`config.mk`:
```
export PLATFORM = sky130hd
export DESIGN_NAME = fetch_frontend_top
export DESIGN_NICKNAME = d
export VERILOG_FILES = /design/src/hw/fetch_pkg.sv /design/src/hw/fetch_pc_if.sv /design/src/hw/fetch_ctrl_regs.sv /design/src/hw/fetch_frontend_top.sv /design/src/hw/fetch_stage1.sv /design/src/hw/fetch_stage2.sv /design/src/hw/imem_port.sv
export SDC_FILE = /design/constraint.sdc
export NUM_CORES = 1
export LEC_CHECK = 0
export BUFFER_PORTS_ARGS = -buffer_cell sky130_fd_sc_hd__buf_4
export CAP_MARGIN = 20
export CORE_MARGIN = 10
export CORE_UTILIZATION = 45
export CTS_BUF_LIST = sky130_fd_sc_hd__clkbuf_8
export DETAILED_ROUTE_END_ITERATION = 6
export PLACE_DENSITY = 0.66
export SLEW_MARGIN = 20
export SYNTH_ARGS = -nofsm -noshare
export SYNTH_HDL_FRONTEND = slang
export SYNTH_SLANG_ARGS = --single-unit
```
`constraint.sdc`:
```
create_clock -name clk_i -period 7.9 [get_ports clk_i]
set_clock_uncertainty 0.2 [all_clocks]
set_input_delay 2.37 -clock clk_i [delete_from_list [all_inputs] [get_ports clk_i]]
set_output_delay 2.37 -clock clk_i [all_outputs]
set_load 0.02 [all_outputs]
```
`src/hw/fetch_pkg.sv`:
```
package fetch_pkg;

    typedef logic [31:0] pc_t;                         // Program counter and memory address.
    typedef logic [31:0] instr_t;                      // Instruction word.
    typedef logic [3:0]  wait_t;                       // Memory wait cycle count.

    localparam pc_t   BOOT_ADDR_RST = 32'h0000_1000;   // Boot address after reset.
    localparam wait_t WAIT_RST      = 4'd2;            // Memory wait cycles after reset.
    localparam pc_t   PC_STEP       = 32'd4;           // One word per fetch.

    // The memory returns A ^ IMEM_KEY for an aligned address A.
    localparam pc_t   IMEM_KEY      = 32'h5a5a_3c3c;

    localparam logic  REG_BOOT      = 1'b0;            // Selects the boot address register.
    localparam logic  REG_WAIT      = 1'b1;            // Selects the wait count register.

    // Stage two output slot and pending response tracking.
    typedef enum logic [1:0] {
        S2_IDLE,                                       // Slot empty, nothing in flight.
        S2_WAIT,                                       // Slot empty, one response pending.
        S2_HOLD                                        // Slot full until the core takes it.
    } s2_state_e;

endpackage

```
`src/hw/fetch_pc_if.sv`:
```
`timescale 1ns/1ps

interface fetch_pc_if;

    fetch_pkg::pc_t pc;                                // PC of the last accepted request.
    logic           pc_valid;                          // Handover register holds a PC.
    logic           pc_ready;                          // Stage two can take the handover.
    logic           req_done;                          // Memory accepted a request this cycle.

    modport s1 (
        output pc,
        output pc_valid,
        output req_done,
        input  pc_ready
    );

    modport s2 (
        input  pc,
        input  pc_valid,
        input  req_done,
        output pc_ready
    );

endinterface

```
`src/hw/fetch_ctrl_regs.sv`:
```
`timescale 1ns/1ps

module fetch_ctrl_regs (
    input  logic               clk_i,
    input  logic               rstn_i,

    input  logic               cfg_we_i,
    input  logic               cfg_sel_i,
    input  fetch_pkg::pc_t     cfg_wdata_i,

    output fetch_pkg::pc_t     boot_addr_o,
    output fetch_pkg::wait_t   wait_cycles_o
);

    fetch_pkg::pc_t   boot_addr_q;
    fetch_pkg::wait_t wait_cycles_q;

    always_ff @(posedge clk_i) begin
        if (!rstn_i) begin
            boot_addr_q   <= fetch_pkg::BOOT_ADDR_RST;
            wait_cycles_q <= fetch_pkg::WAIT_RST;
        end
        else if (cfg_we_i) begin
            if (cfg_sel_i == fetch_pkg::REG_BOOT) begin
                boot_addr_q <= cfg_wdata_i;
            end
            else if (cfg_sel_i == fetch_pkg::REG_WAIT) begin
                wait_cycles_q <= fetch_pkg::wait_t'(cfg_wdata_i); // Low bits only.
            end
        end
    end

    assign boot_addr_o   = boot_addr_q;
    assign wait_cycles_o = wait_cycles_q;

    // A write during reset would be lost, so the host must wait for release.
    assert property (@(posedge clk_i) !rstn_i |-> !cfg_we_i)
        else $error("fetch_ctrl_regs: cfg write while reset is active");

endmodule

```
`src/hw/fetch_frontend_top.sv`:
```
`timescale 1ns/1ps

module fetch_frontend_top (
    input  logic                clk_i,
    input  logic                rstn_i,

    input  logic                stall_i,
    input  logic                redirect_i,
    input  fetch_pkg::pc_t      redirect_pc_i,

    input  logic                cfg_we_i,
    input  logic                cfg_sel_i,
    input  fetch_pkg::pc_t      cfg_wdata_i,

    output logic                instr_valid_o,
    output fetch_pkg::instr_t   instr_o,
    output fetch_pkg::pc_t      instr_pc_o,
    input  logic                instr_ready_i
);

    fetch_pkg::pc_t    boot_addr;
    fetch_pkg::wait_t  wait_cycles;
    fetch_pkg::pc_t    imem_addr;
    logic              imem_req;
    logic              imem_gnt;
    logic              imem_rvalid;
    fetch_pkg::instr_t imem_rdata;

    fetch_pc_if pc_if ();                              // Stage one to stage two handover.

    fetch_ctrl_regs u_ctrl_regs (
        .clk_i         (clk_i),
        .rstn_i        (rstn_i),
        .cfg_we_i      (cfg_we_i),
        .cfg_sel_i     (cfg_sel_i),
        .cfg_wdata_i   (cfg_wdata_i),
        .boot_addr_o   (boot_addr),
        .wait_cycles_o (wait_cycles)
    );

    fetch_stage1 u_stage1 (
        .clk_i         (clk_i),
        .rstn_i        (rstn_i),
        .boot_addr_i   (boot_addr),
        .stall_i       (stall_i),
        .redirect_i    (redirect_i),
        .redirect_pc_i (redirect_pc_i),
        .imem_gnt_i    (imem_gnt),
        .imem_addr_o   (imem_addr),
        .imem_req_o    (imem_req),
        .s2            (pc_if.s1)
    );

    imem_port u_imem (
        .clk_i         (clk_i),
        .rstn_i        (rstn_i),
        .wait_cycles_i (wait_cycles),
        .req_i         (imem_req),
        .addr_i        (imem_addr),
        .gnt_o         (imem_gnt),
        .rvalid_o      (imem_rvalid),
        .rdata_o       (imem_rdata)
    );

    fetch_stage2 u_stage2 (
        .clk_i         (clk_i),
        .rstn_i        (rstn_i),
        .flush_i       (redirect_i),                   // Redirect also flushes stage two.
        .s1            (pc_if.s2),
        .rvalid_i      (imem_rvalid),
        .rdata_i       (imem_rdata),
        .instr_valid_o (instr_valid_o),
        .instr_o       (instr_o),
        .instr_pc_o    (instr_pc_o),
        .instr_ready_i (instr_ready_i)
    );

endmodule

```
`src/hw/fetch_stage1.sv`:
```
`timescale 1ns/1ps

module fetch_stage1 (
    input  logic               clk_i,
    input  logic               rstn_i,

    input  fetch_pkg::pc_t     boot_addr_i,

    input  logic               stall_i,
    input  logic               redirect_i,
    input  fetch_pkg::pc_t     redirect_pc_i,

    input  logic               imem_gnt_i,
    output fetch_pkg::pc_t     imem_addr_o,
    output logic               imem_req_o,

    fetch_pc_if.s1             s2
);

    fetch_pkg::pc_t pc_q;                              // Next PC to request.
    fetch_pkg::pc_t pc_d;

    fetch_pkg::pc_t ho_pc_q;                           // PC handed to stage two.
    fetch_pkg::pc_t ho_pc_d;
    logic           ho_valid_q;
    logic           ho_valid_d;

    fetch_pkg::pc_t pc_sel;
    fetch_pkg::pc_t pc_cmb;                            // PC used for this cycle's request.
    logic           hold;
    logic           req;
    logic           accept;

    always_comb begin
        pc_sel = redirect_i ? redirect_pc_i : pc_q;    // Redirect bypasses the PC register.
        pc_cmb = {pc_sel[31:2], 2'b00};

        // Handover still waiting on stage two, so no room for another PC.
        hold   = ho_valid_q && !s2.pc_ready && !redirect_i;
        req    = !stall_i && !hold;
        accept = req && imem_gnt_i;

        pc_d       = pc_cmb;
        ho_pc_d    = ho_pc_q;
        ho_valid_d = ho_valid_q;

        if (ho_valid_q && s2.pc_ready) begin           // Stage two takes the handover.
            ho_valid_d = 1'b0;
        end

        if (redirect_i) begin                          // Old path PC is no longer wanted.
            ho_valid_d = 1'b0;
        end

        if (accept) begin                              // Memory took the request.
            ho_pc_d    = pc_cmb;
            ho_valid_d = 1'b1;
            pc_d       = pc_cmb + fetch_pkg::PC_STEP;
        end
    end

    always_ff @(posedge clk_i) begin
        if (!rstn_i) begin
            pc_q       <= boot_addr_i;                 // Value at reset release wins.
            ho_valid_q <= 1'b0;
        end
        else begin
            pc_q       <= pc_d;
            ho_valid_q <= ho_valid_d;
        end
    end

    always_ff @(posedge clk_i) begin
        ho_pc_q <= ho_pc_d;
    end

    assign imem_addr_o = pc_cmb;
    assign imem_req_o  = req;

    assign s2.pc       = ho_pc_q;
    assign s2.pc_valid = ho_valid_q;
    assign s2.req_done = accept;

    // The request address is the PC itself, never a truncated one.
    assert property (@(posedge clk_i) disable iff (!rstn_i)
        imem_req_o |-> (pc_sel[1:0] == 2'b00))
        else $error("fetch_stage1: request PC %h is not word aligned", pc_sel);

endmodule

```
`src/hw/fetch_stage2.sv`:
```
`timescale 1ns/1ps

module fetch_stage2 (
    input  logic                clk_i,
    input  logic                rstn_i,

    input  logic                flush_i,

    fetch_pc_if.s2              s1,

    input  logic                rvalid_i,
    input  fetch_pkg::instr_t   rdata_i,

    output logic                instr_valid_o,
    output fetch_pkg::instr_t   instr_o,
    output fetch_pkg::pc_t      instr_pc_o,
    input  logic                instr_ready_i
);

    fetch_pkg::s2_state_e state_q;
    fetch_pkg::s2_state_e state_d;

    logic              drop_q;                         // Next response is from the old path.
    logic              drop_d;
    logic              capture;

    fetch_pkg::instr_t instr_q;
    fetch_pkg::pc_t    pc_q;

    always_comb begin
        state_d = state_q;
        drop_d  = drop_q;
        capture = 1'b0;

        unique case (state_q)
            fetch_pkg::S2_IDLE: begin
                if (s1.req_done) begin
                    state_d = fetch_pkg::S2_WAIT;
                end
            end
            fetch_pkg::S2_WAIT: begin
                if (rvalid_i && s1.pc_valid && !drop_q) begin // Pair the word with its PC.
                    state_d = fetch_pkg::S2_HOLD;
                    capture = 1'b1;
                end
            end
            fetch_pkg::S2_HOLD: begin
                if (instr_ready_i) begin               // Back to back if a request went out.
                    state_d = s1.req_done ? fetch_pkg::S2_WAIT : fetch_pkg::S2_IDLE;
                end
            end
            default: begin
                state_d = fetch_pkg::S2_IDLE;
            end
        endcase

        if (rvalid_i && drop_q) begin                  // Stale response is thrown away.
            drop_d = 1'b0;
        end

        if (flush_i) begin
            capture = 1'b0;
            if (state_q == fetch_pkg::S2_WAIT && !rvalid_i) begin
                drop_d = 1'b1;                         // Old response still on its way.
            end
            state_d = s1.req_done ? fetch_pkg::S2_WAIT : fetch_pkg::S2_IDLE;
        end
    end

    always_ff @(posedge clk_i) begin
        if (!rstn_i) begin
            state_q <= fetch_pkg::S2_IDLE;
            drop_q  <= 1'b0;
        end
        else begin
            state_q <= state_d;
            drop_q  <= drop_d;
        end
    end

    always_ff @(posedge clk_i) begin
        if (capture) begin
            instr_q <= rdata_i;
            pc_q    <= s1.pc;
        end
    end

    // Only take a PC when the slot will be free for its response.
    assign s1.pc_ready = (state_q == fetch_pkg::S2_IDLE) ||
                         (state_q == fetch_pkg::S2_HOLD && instr_ready_i);

    assign instr_valid_o = (state_q == fetch_pkg::S2_HOLD);
    assign instr_o       = instr_q;
    assign instr_pc_o    = pc_q;

    // Output must not change under back-pressure.
    assert property (@(posedge clk_i) disable iff (!rstn_i)
        (instr_valid_o && !instr_ready_i && !flush_i) |=>
            (instr_valid_o && $stable(instr_o) && $stable(instr_pc_o)))
        else $error("fetch_stage2: instr_o changed while stalled, now %h", instr_o);

endmodule

```
`src/hw/imem_port.sv`:
```
`timescale 1ns/1ps

module imem_port (
    input  logic                clk_i,
    input  logic                rstn_i,

    input  fetch_pkg::wait_t    wait_cycles_i,

    input  logic                req_i,
    input  fetch_pkg::pc_t      addr_i,
    output logic                gnt_o,

    output logic                rvalid_o,
    output fetch_pkg::instr_t   rdata_o
);

    logic              busy_q;                         // One request outstanding.
    logic              rvalid_q;
    fetch_pkg::wait_t  cnt_q;                          // Remaining wait cycles.
    fetch_pkg::pc_t    addr_q;
    fetch_pkg::instr_t rdata_q;

    always_ff @(posedge clk_i) begin
        if (!rstn_i) begin
            busy_q   <= 1'b0;
            rvalid_q <= 1'b0;
            cnt_q    <= '0;
        end
        else if (!busy_q) begin
            if (req_i) begin                           // Grant is high while idle.
                busy_q <= 1'b1;
                cnt_q  <= wait_cycles_i;
            end
        end
        else if (rvalid_q) begin                       // Response pulse ends here.
            busy_q   <= 1'b0;
            rvalid_q <= 1'b0;
        end
        else if (cnt_q == '0) begin
            rvalid_q <= 1'b1;
        end
        else begin
            cnt_q <= cnt_q - 1'b1;
        end
    end

    // Address and data carry no reset.
    always_ff @(posedge clk_i) begin
        if (!busy_q && req_i) begin
            addr_q <= {addr_i[31:2], 2'b00};
        end
        if (busy_q && !rvalid_q && cnt_q == '0) begin
            rdata_q <= addr_q ^ fetch_pkg::IMEM_KEY;   // Fixed content rule.
        end
    end

    assign gnt_o    = !busy_q;
    assign rvalid_o = rvalid_q;
    assign rdata_o  = rdata_q;

    // A response needs an accepted request and lasts a single cycle.
    assert property (@(posedge clk_i) disable iff (!rstn_i)
        $rose(rvalid_o) |-> ($past(busy_q) && !gnt_o) ##1 !rvalid_o)
        else $error("imem_port: rvalid without outstanding request");

endmodule

```
-- Word level (Yosys, flattened, before mapping)
Cells that the tools add are included.
- bits in registers: 198
- output and inout port bits: 65
- bits of input ports: 71
- multiplexer cells: 27
- reduce and logical (&&, ||, !) cells: 28
- equal/unequal tests: 7
- bitwise gates (word level): 2
- add/subtract/negate cells: 2
- operators with widths (kind ; number):
    $mux W32 ; 3
    $add A32 B3 Y32 const B ; 1
    $mux W4 ; 4
    $not A16 Y16 ; 1
    $mux W1 ; 15
    $logic_and A1 B1 Y1 ; 12
    $ne A3 B2 Y1 const B ; 3
    $mux W2 ; 4
    $logic_not A1 Y1 ; 7
    $pmux W2 S3 ; 1
    $reduce_and A3 Y1 ; 2
    $logic_not A4 Y1 ; 1
    $ne A2 B2 Y1 const B ; 2
    $reduce_and A2 Y1 ; 2
    $sub A4 B1 Y4 const B ; 1
    $reduce_bool A3 Y1 ; 1
    $eq A2 B1 Y1 const B ; 1
    $eq A2 B2 Y1 const B ; 1
    $logic_not A2 Y1 ; 1
    $reduce_bool A2 Y1 ; 1
    $logic_or A1 B1 Y1 ; 1
    $not A1 Y1 ; 1

-- Longest topological paths before layout
- depth after elaboration: 13
- depth in mapped cells: 10
- gate-level depth less buffers: 7

-- Cells and area by module
From an unflattened synthesis, not the netlist that was laid out.
- cells, all modules: 655
- area, all modules: 9032.4 sq um
- by module, submodules not included (module ; cells an instance ; seq. area each (sq um) ; instances ; area each (sq um)):
    fetch_stage1 ; 298 ; 1521.5 ; 1 ; 3228.1
    imem_port ; 118 ; 1921.8 ; 1 ; 2219.6
    fetch_stage2 ; 84 ; 1981.9 ; 1 ; 2112.0
    fetch_ctrl_regs ; 155 ; 720.7 ; 1 ; 1472.7

-- Worst setup path after synthesis
No wires, ideal clock.
- path type: input to register
- start: in redirect_i
- end: reg u_stage2.instr_q[10] (netlist: u_stage2.instr_o[10]), enable pin
- arrival time: 5.831 ns
- path slack: 1.391 ns
- setup time: 0.478 ns
- stages on the path: 8
- path buffers: 5
- path through: buf_6 -> buf_8 -> buf_6 -> buf_4 -> clkbuf_1 -> nor2_1 -> nand2_1 -> nor2_1
- word-level cells in the longest chain between the ends: 1
- RTL lines (what ; line ; RTL):
    start, declared ; fetch_frontend_top.sv:8 ; input logic redirect_i,
    $mux W1 ; fetch_stage2.sv:61 ; if (flush_i) begin
    via u_stage2.capture ; fetch_stage2.sv:25 ; logic capture;
    end signal, assigned ; fetch_stage2.sv:83 ; instr_q <= rdata_i;
    end, declared ; fetch_stage2.sv:27 ; fetch_pkg::instr_t instr_q;
The timed path passes the listed nets, and every way through them passes these cells.
A chain may end at the register's enable or synchronous reset.

-- Worst setup path after layout
- start: in redirect_i
- end: reg u_stage1.pc_q[26]
- elaborated cells on any way between the ends: 9
- RTL lines (what ; line ; RTL):
    $mux W32 ; fetch_stage1.sv:35 ; pc_sel = redirect_i ? redirect_pc_i : pc_q;
    via imem_addr[2] ; fetch_frontend_top.sv:23 ; fetch_pkg::pc_t imem_addr;
    $add A32 B3 Y32 ; fetch_stage1.sv:58 ; pc_d = pc_cmb + fetch_pkg::PC_STEP;
    $mux W32 ; fetch_stage1.sv:55 ; if (accept) begin
    $mux W32 ; fetch_stage1.sv:63 ; if (!rstn_i) begin
    end signal, assigned ; fetch_stage1.sv:64 ; pc_q <= boot_addr_i;
    end signal, assigned ; fetch_stage1.sv:68 ; pc_q <= pc_d;
    end, declared ; fetch_stage1.sv:20 ; fetch_pkg::pc_t pc_q;
The timed path passes the listed nets, and every way through them passes these cells.

==> results.json <==
{
  "start_util": 0.455,
  "synthesis.area_um2": 7820,
  "post_cts_buffers": 0,
  "hold_buffers": 0,
  "synthDistinctLibCells": 69,
  "holdWs_ns": 0.224,
  "hold_path_startpoint": "u_imem.rdata_o[29]",
  "die_w_um": 152,
  "synthMuxAreaShare": 0.0541,
  "min_path_type": "reg -> reg",
  "clkTransAtPathRegs_ns": 0.10,
  "avgRoutedWirePerCell_um": 17.5,
  "ios": 136,
  "hold_path_depth": 0,
  "drt-total-wl_mm": 17.4,
  "place_inst": 960,
  "routed-via-count": 5184,
  "antenna_cells": 0,
  "p_leak_nw": 3.66,
  "grt_use_total": 0.148,
  "synth_top_family_by_area": "simple AND/OR/NAND/NOR gates",
  "max-slew-margin-rel": 0.302,
  "cp-startpoint": "redirect_i",
  "arrival_ns": 5.16,
  "die_area_um2": 23100,
  "finalMaxSlewViolations": 0,
  "status": "completed",
  "ys.flop_type": "edfxtp_1",
  "place_congestion": 0.834,
  "tns_ns": 0,
  "synthAdderAreaFrac": 0.00320,
  "hold_violations": 0,
  "drc_errors": 0,
  "crit_type": "in -> reg",
  "cts.sinks": 194,
  "overflow": 0,
  "end_kind": "flip-flop",
  "coreArea_um2": 17200,
  "post-route-period-util": 0.634,
  "antenna_found_initial": 0,
  "fp-row-count": 48,
  "clock_path_buffers": 2,
  "yosysSeqAreaShare": 0.650,
  "cts_tree": "done",
  "r2r_slack_ns": 4.78,
  "die_h_um": 152,
  "crit_fanout": 59,
  "fin_crit_ns": 5.01,
  "htreeDepth": 4,
  "synth_compound_area_frac": 0.0956,
  "dr.pass1.iters": 5,
  "clk-insertion-delay-late_ns": 0.46,
  "start_kind": "input pin",
  "ff2ff_path_depth": 5,
  "r2r-start": "u_imem.busy_q",
  "hpwl_mm": 12.4,
  "fin_nets": 827,
  "grt_pass1_vias": 5264,
  "cts-root-buf": "clkbuf_8",
  "postSynthCellCount": 635,
  "synth_seq_cells": 194,
  "area_growth_pct": 19.0,
  "io_buffers": 129,
  "rsz0062_at_grt": "no",
  "peakVddDrop_mv": 0.0965,
  "worstPathRequired_ns": 8.05,
  "ant_nets": 0,
  "setup-violations-final": 0,
  "power_density_nw_per_um2": 210,
  "ys_warn_count": 0,
  "synth_edf_count": 120,
  "hold_path_end": "u_stage2.instr_o[29]",
  "cap_viol_max_count": 0,
  "drtIter0Drc": 361,
  "r2r_end": "u_stage1.pc_q[26]",
  "grt_pass1_wl_mm": 27.7,
  "yosys.area_share.simple": 0.145,
  "grt_max_degree": 79,
  "avgViaCountPerCell": 5.23,
  "cts_buffers": 17,
  "final_cells": 992,
  "max_freq_mhz": 200,
  "worst_pin_slew_ns": 1.05,
  "synthXorXnorAreaFrac": 0.0112,
  "async_reset_ff_frac": 0,
  "drive_above_1_share": 0.271,
  "post_cts_resize_count": 0,
  "synth.avg_cell_area_um2": 12.3
}
## through the flow
step	utilization	instance area (µm²)	worst slack, ns	power [W]
6_report	0.542	9310	2.89	0.00196
3_3_place_gp	0.520	8940	2.49	0.00137
4_1_cts	0.542	9300	2.91	0.00197
3_5_place_dp	0.520	8940	2.41	0.00138
5_1_grt	0.542	9310	2.77	0.00205
2_1_floorplan	-	7830	1.39	0.00131
## logic make-up (layout without fill, tap and decap cells)
kind of cell,count (synthesis),count (layout)
other cells,1,4
buf+inv,69,198
fa+ha+maj,2,2
mux,39,39
compound gates,104,104
flops,194,194
xor+xnor,10,10
simple gates,216,216
## power breakdown
part / internal, W / switching (W) / total, W
sequential: 0.00114 / 0.0000293 / 0.00117
clock: 0.000252 / 0.000342 / 0.000595
combinational: 0.0000780 / 0.000110 / 0.000188
total: 0.00147 / 0.000482 / 0.00196
## registers in the layout, indices dropped and copies added, names as in the netlist
name / cells
u_imem.rdata_o: 30
u_imem.addr_q: 30
u_stage2.state_q: 2
u_stage1.s2.pc_valid: 1
u_stage2.instr_pc_o: 30
u_ctrl_regs.boot_addr_o: 30
u_stage2.instr_o: 30
u_stage1.pc_q: 30
u_imem.busy_q: 1
u_imem.cnt_q: 4
u_stage2.drop_q: 1
u_ctrl_regs.wait_cycles_o: 4
u_imem.rvalid_o: 1
## metal layers
metal  track usage  vias up  wire length, µm
met5             0        -                0
met4        0.0518        0              323
met3        0.0471       23              989
met2         0.232      172             8200
met1         0.188     2452             7870
li1              -     2537                -
## synth_stat cells (3+ instances only)
master / instances / share of area
a211oi_1: 3 / 0.0029
a21oi_1: 44 / 0.028
a221o_1: 8 / 0.010
a311o_1: 3 / 0.0038
a31oi_1: 5 / 0.0040
and2_1: 4 / 0.0032
and3_1: 8 / 0.0064
buf_1: 6 / 0.0029
buf_2: 3 / 0.0019
buf_4: 5 / 0.0048
clkbuf_1: 16 / 0.0077
dfxtp_1: 74 / 0.19
edfxtp_1: 120 / 0.46
inv_1: 35 / 0.017
mux2_2: 26 / 0.037
mux2i_1: 13 / 0.017
nand2_1: 94 / 0.045
nand2b_1: 5 / 0.0040
nand3_1: 25 / 0.016
nand3b_4: 3 / 0.0077
nand4_1: 8 / 0.0064
nor2_1: 24 / 0.012
nor2b_1: 8 / 0.0064
nor3_1: 11 / 0.0070
o2111ai_1: 3 / 0.0034
o211ai_1: 4 / 0.0038
o21ai_0: 4 / 0.0026
o311a_1: 5 / 0.0064
o31ai_1: 3 / 0.0029
or2_2: 3 / 0.0024
or4_1: 4 / 0.0038
xnor2_1: 10 / 0.011
## final cells by class
| class | instances | area, µm² |
|---|---|---|
| tap | 225 | 282 |
| inverter | 35 | 131 |
| sequential | 194 | 5080 |
| clock buffer | 17 | 234 |
| multi-input combinational | 375 | 2460 |
| fill | 1499 | 7870 |
| clock inverter | 15 | 131 |
| timing repair buffer | 131 | 983 |
## cell usage in the layout (no fill, tap or decap), drive strengths merged, types with 4 or more instances in the layout
cell and n:
nor2 24, buf 131, nor3 11, a31oi 5, a21oi 44, and2 4
o211ai 4, nand3b 5, a221o 8, clkbuf 17, nand2 94, nand2b 5
dfxtp 74, clkinv 5, nand3 25, nand4 9, and3 8, nor2b 8
inv 42, or4 4, edfxtp 120, o311a 5, xnor2 10, mux2i 13
conb 4, mux2 26, o21ai 6
## worst max path at each step
stage	end	slack [ns]
after floorplan	u_stage2.instr_o[10]	1.39
after global placement	u_stage1.pc_q[26]	2.49
after global routing	u_stage1.pc_q[26]	2.77
after CTS	u_stage1.pc_q[26]	2.91
final	u_stage1.pc_q[26]	2.89
after detailed placement	u_stage1.pc_q[26]	2.41
## worst max-delay path: stages
cell and delay (ns):
buf_4 0.52, mux2i_1 0.38, inv_1 0.19, ha_1 0.21
o2111ai_1 0.30, nor4b_2 0.67, a211oi_1 0.17, a311o_1 0.34
Power figures use the tool's default switching activity.
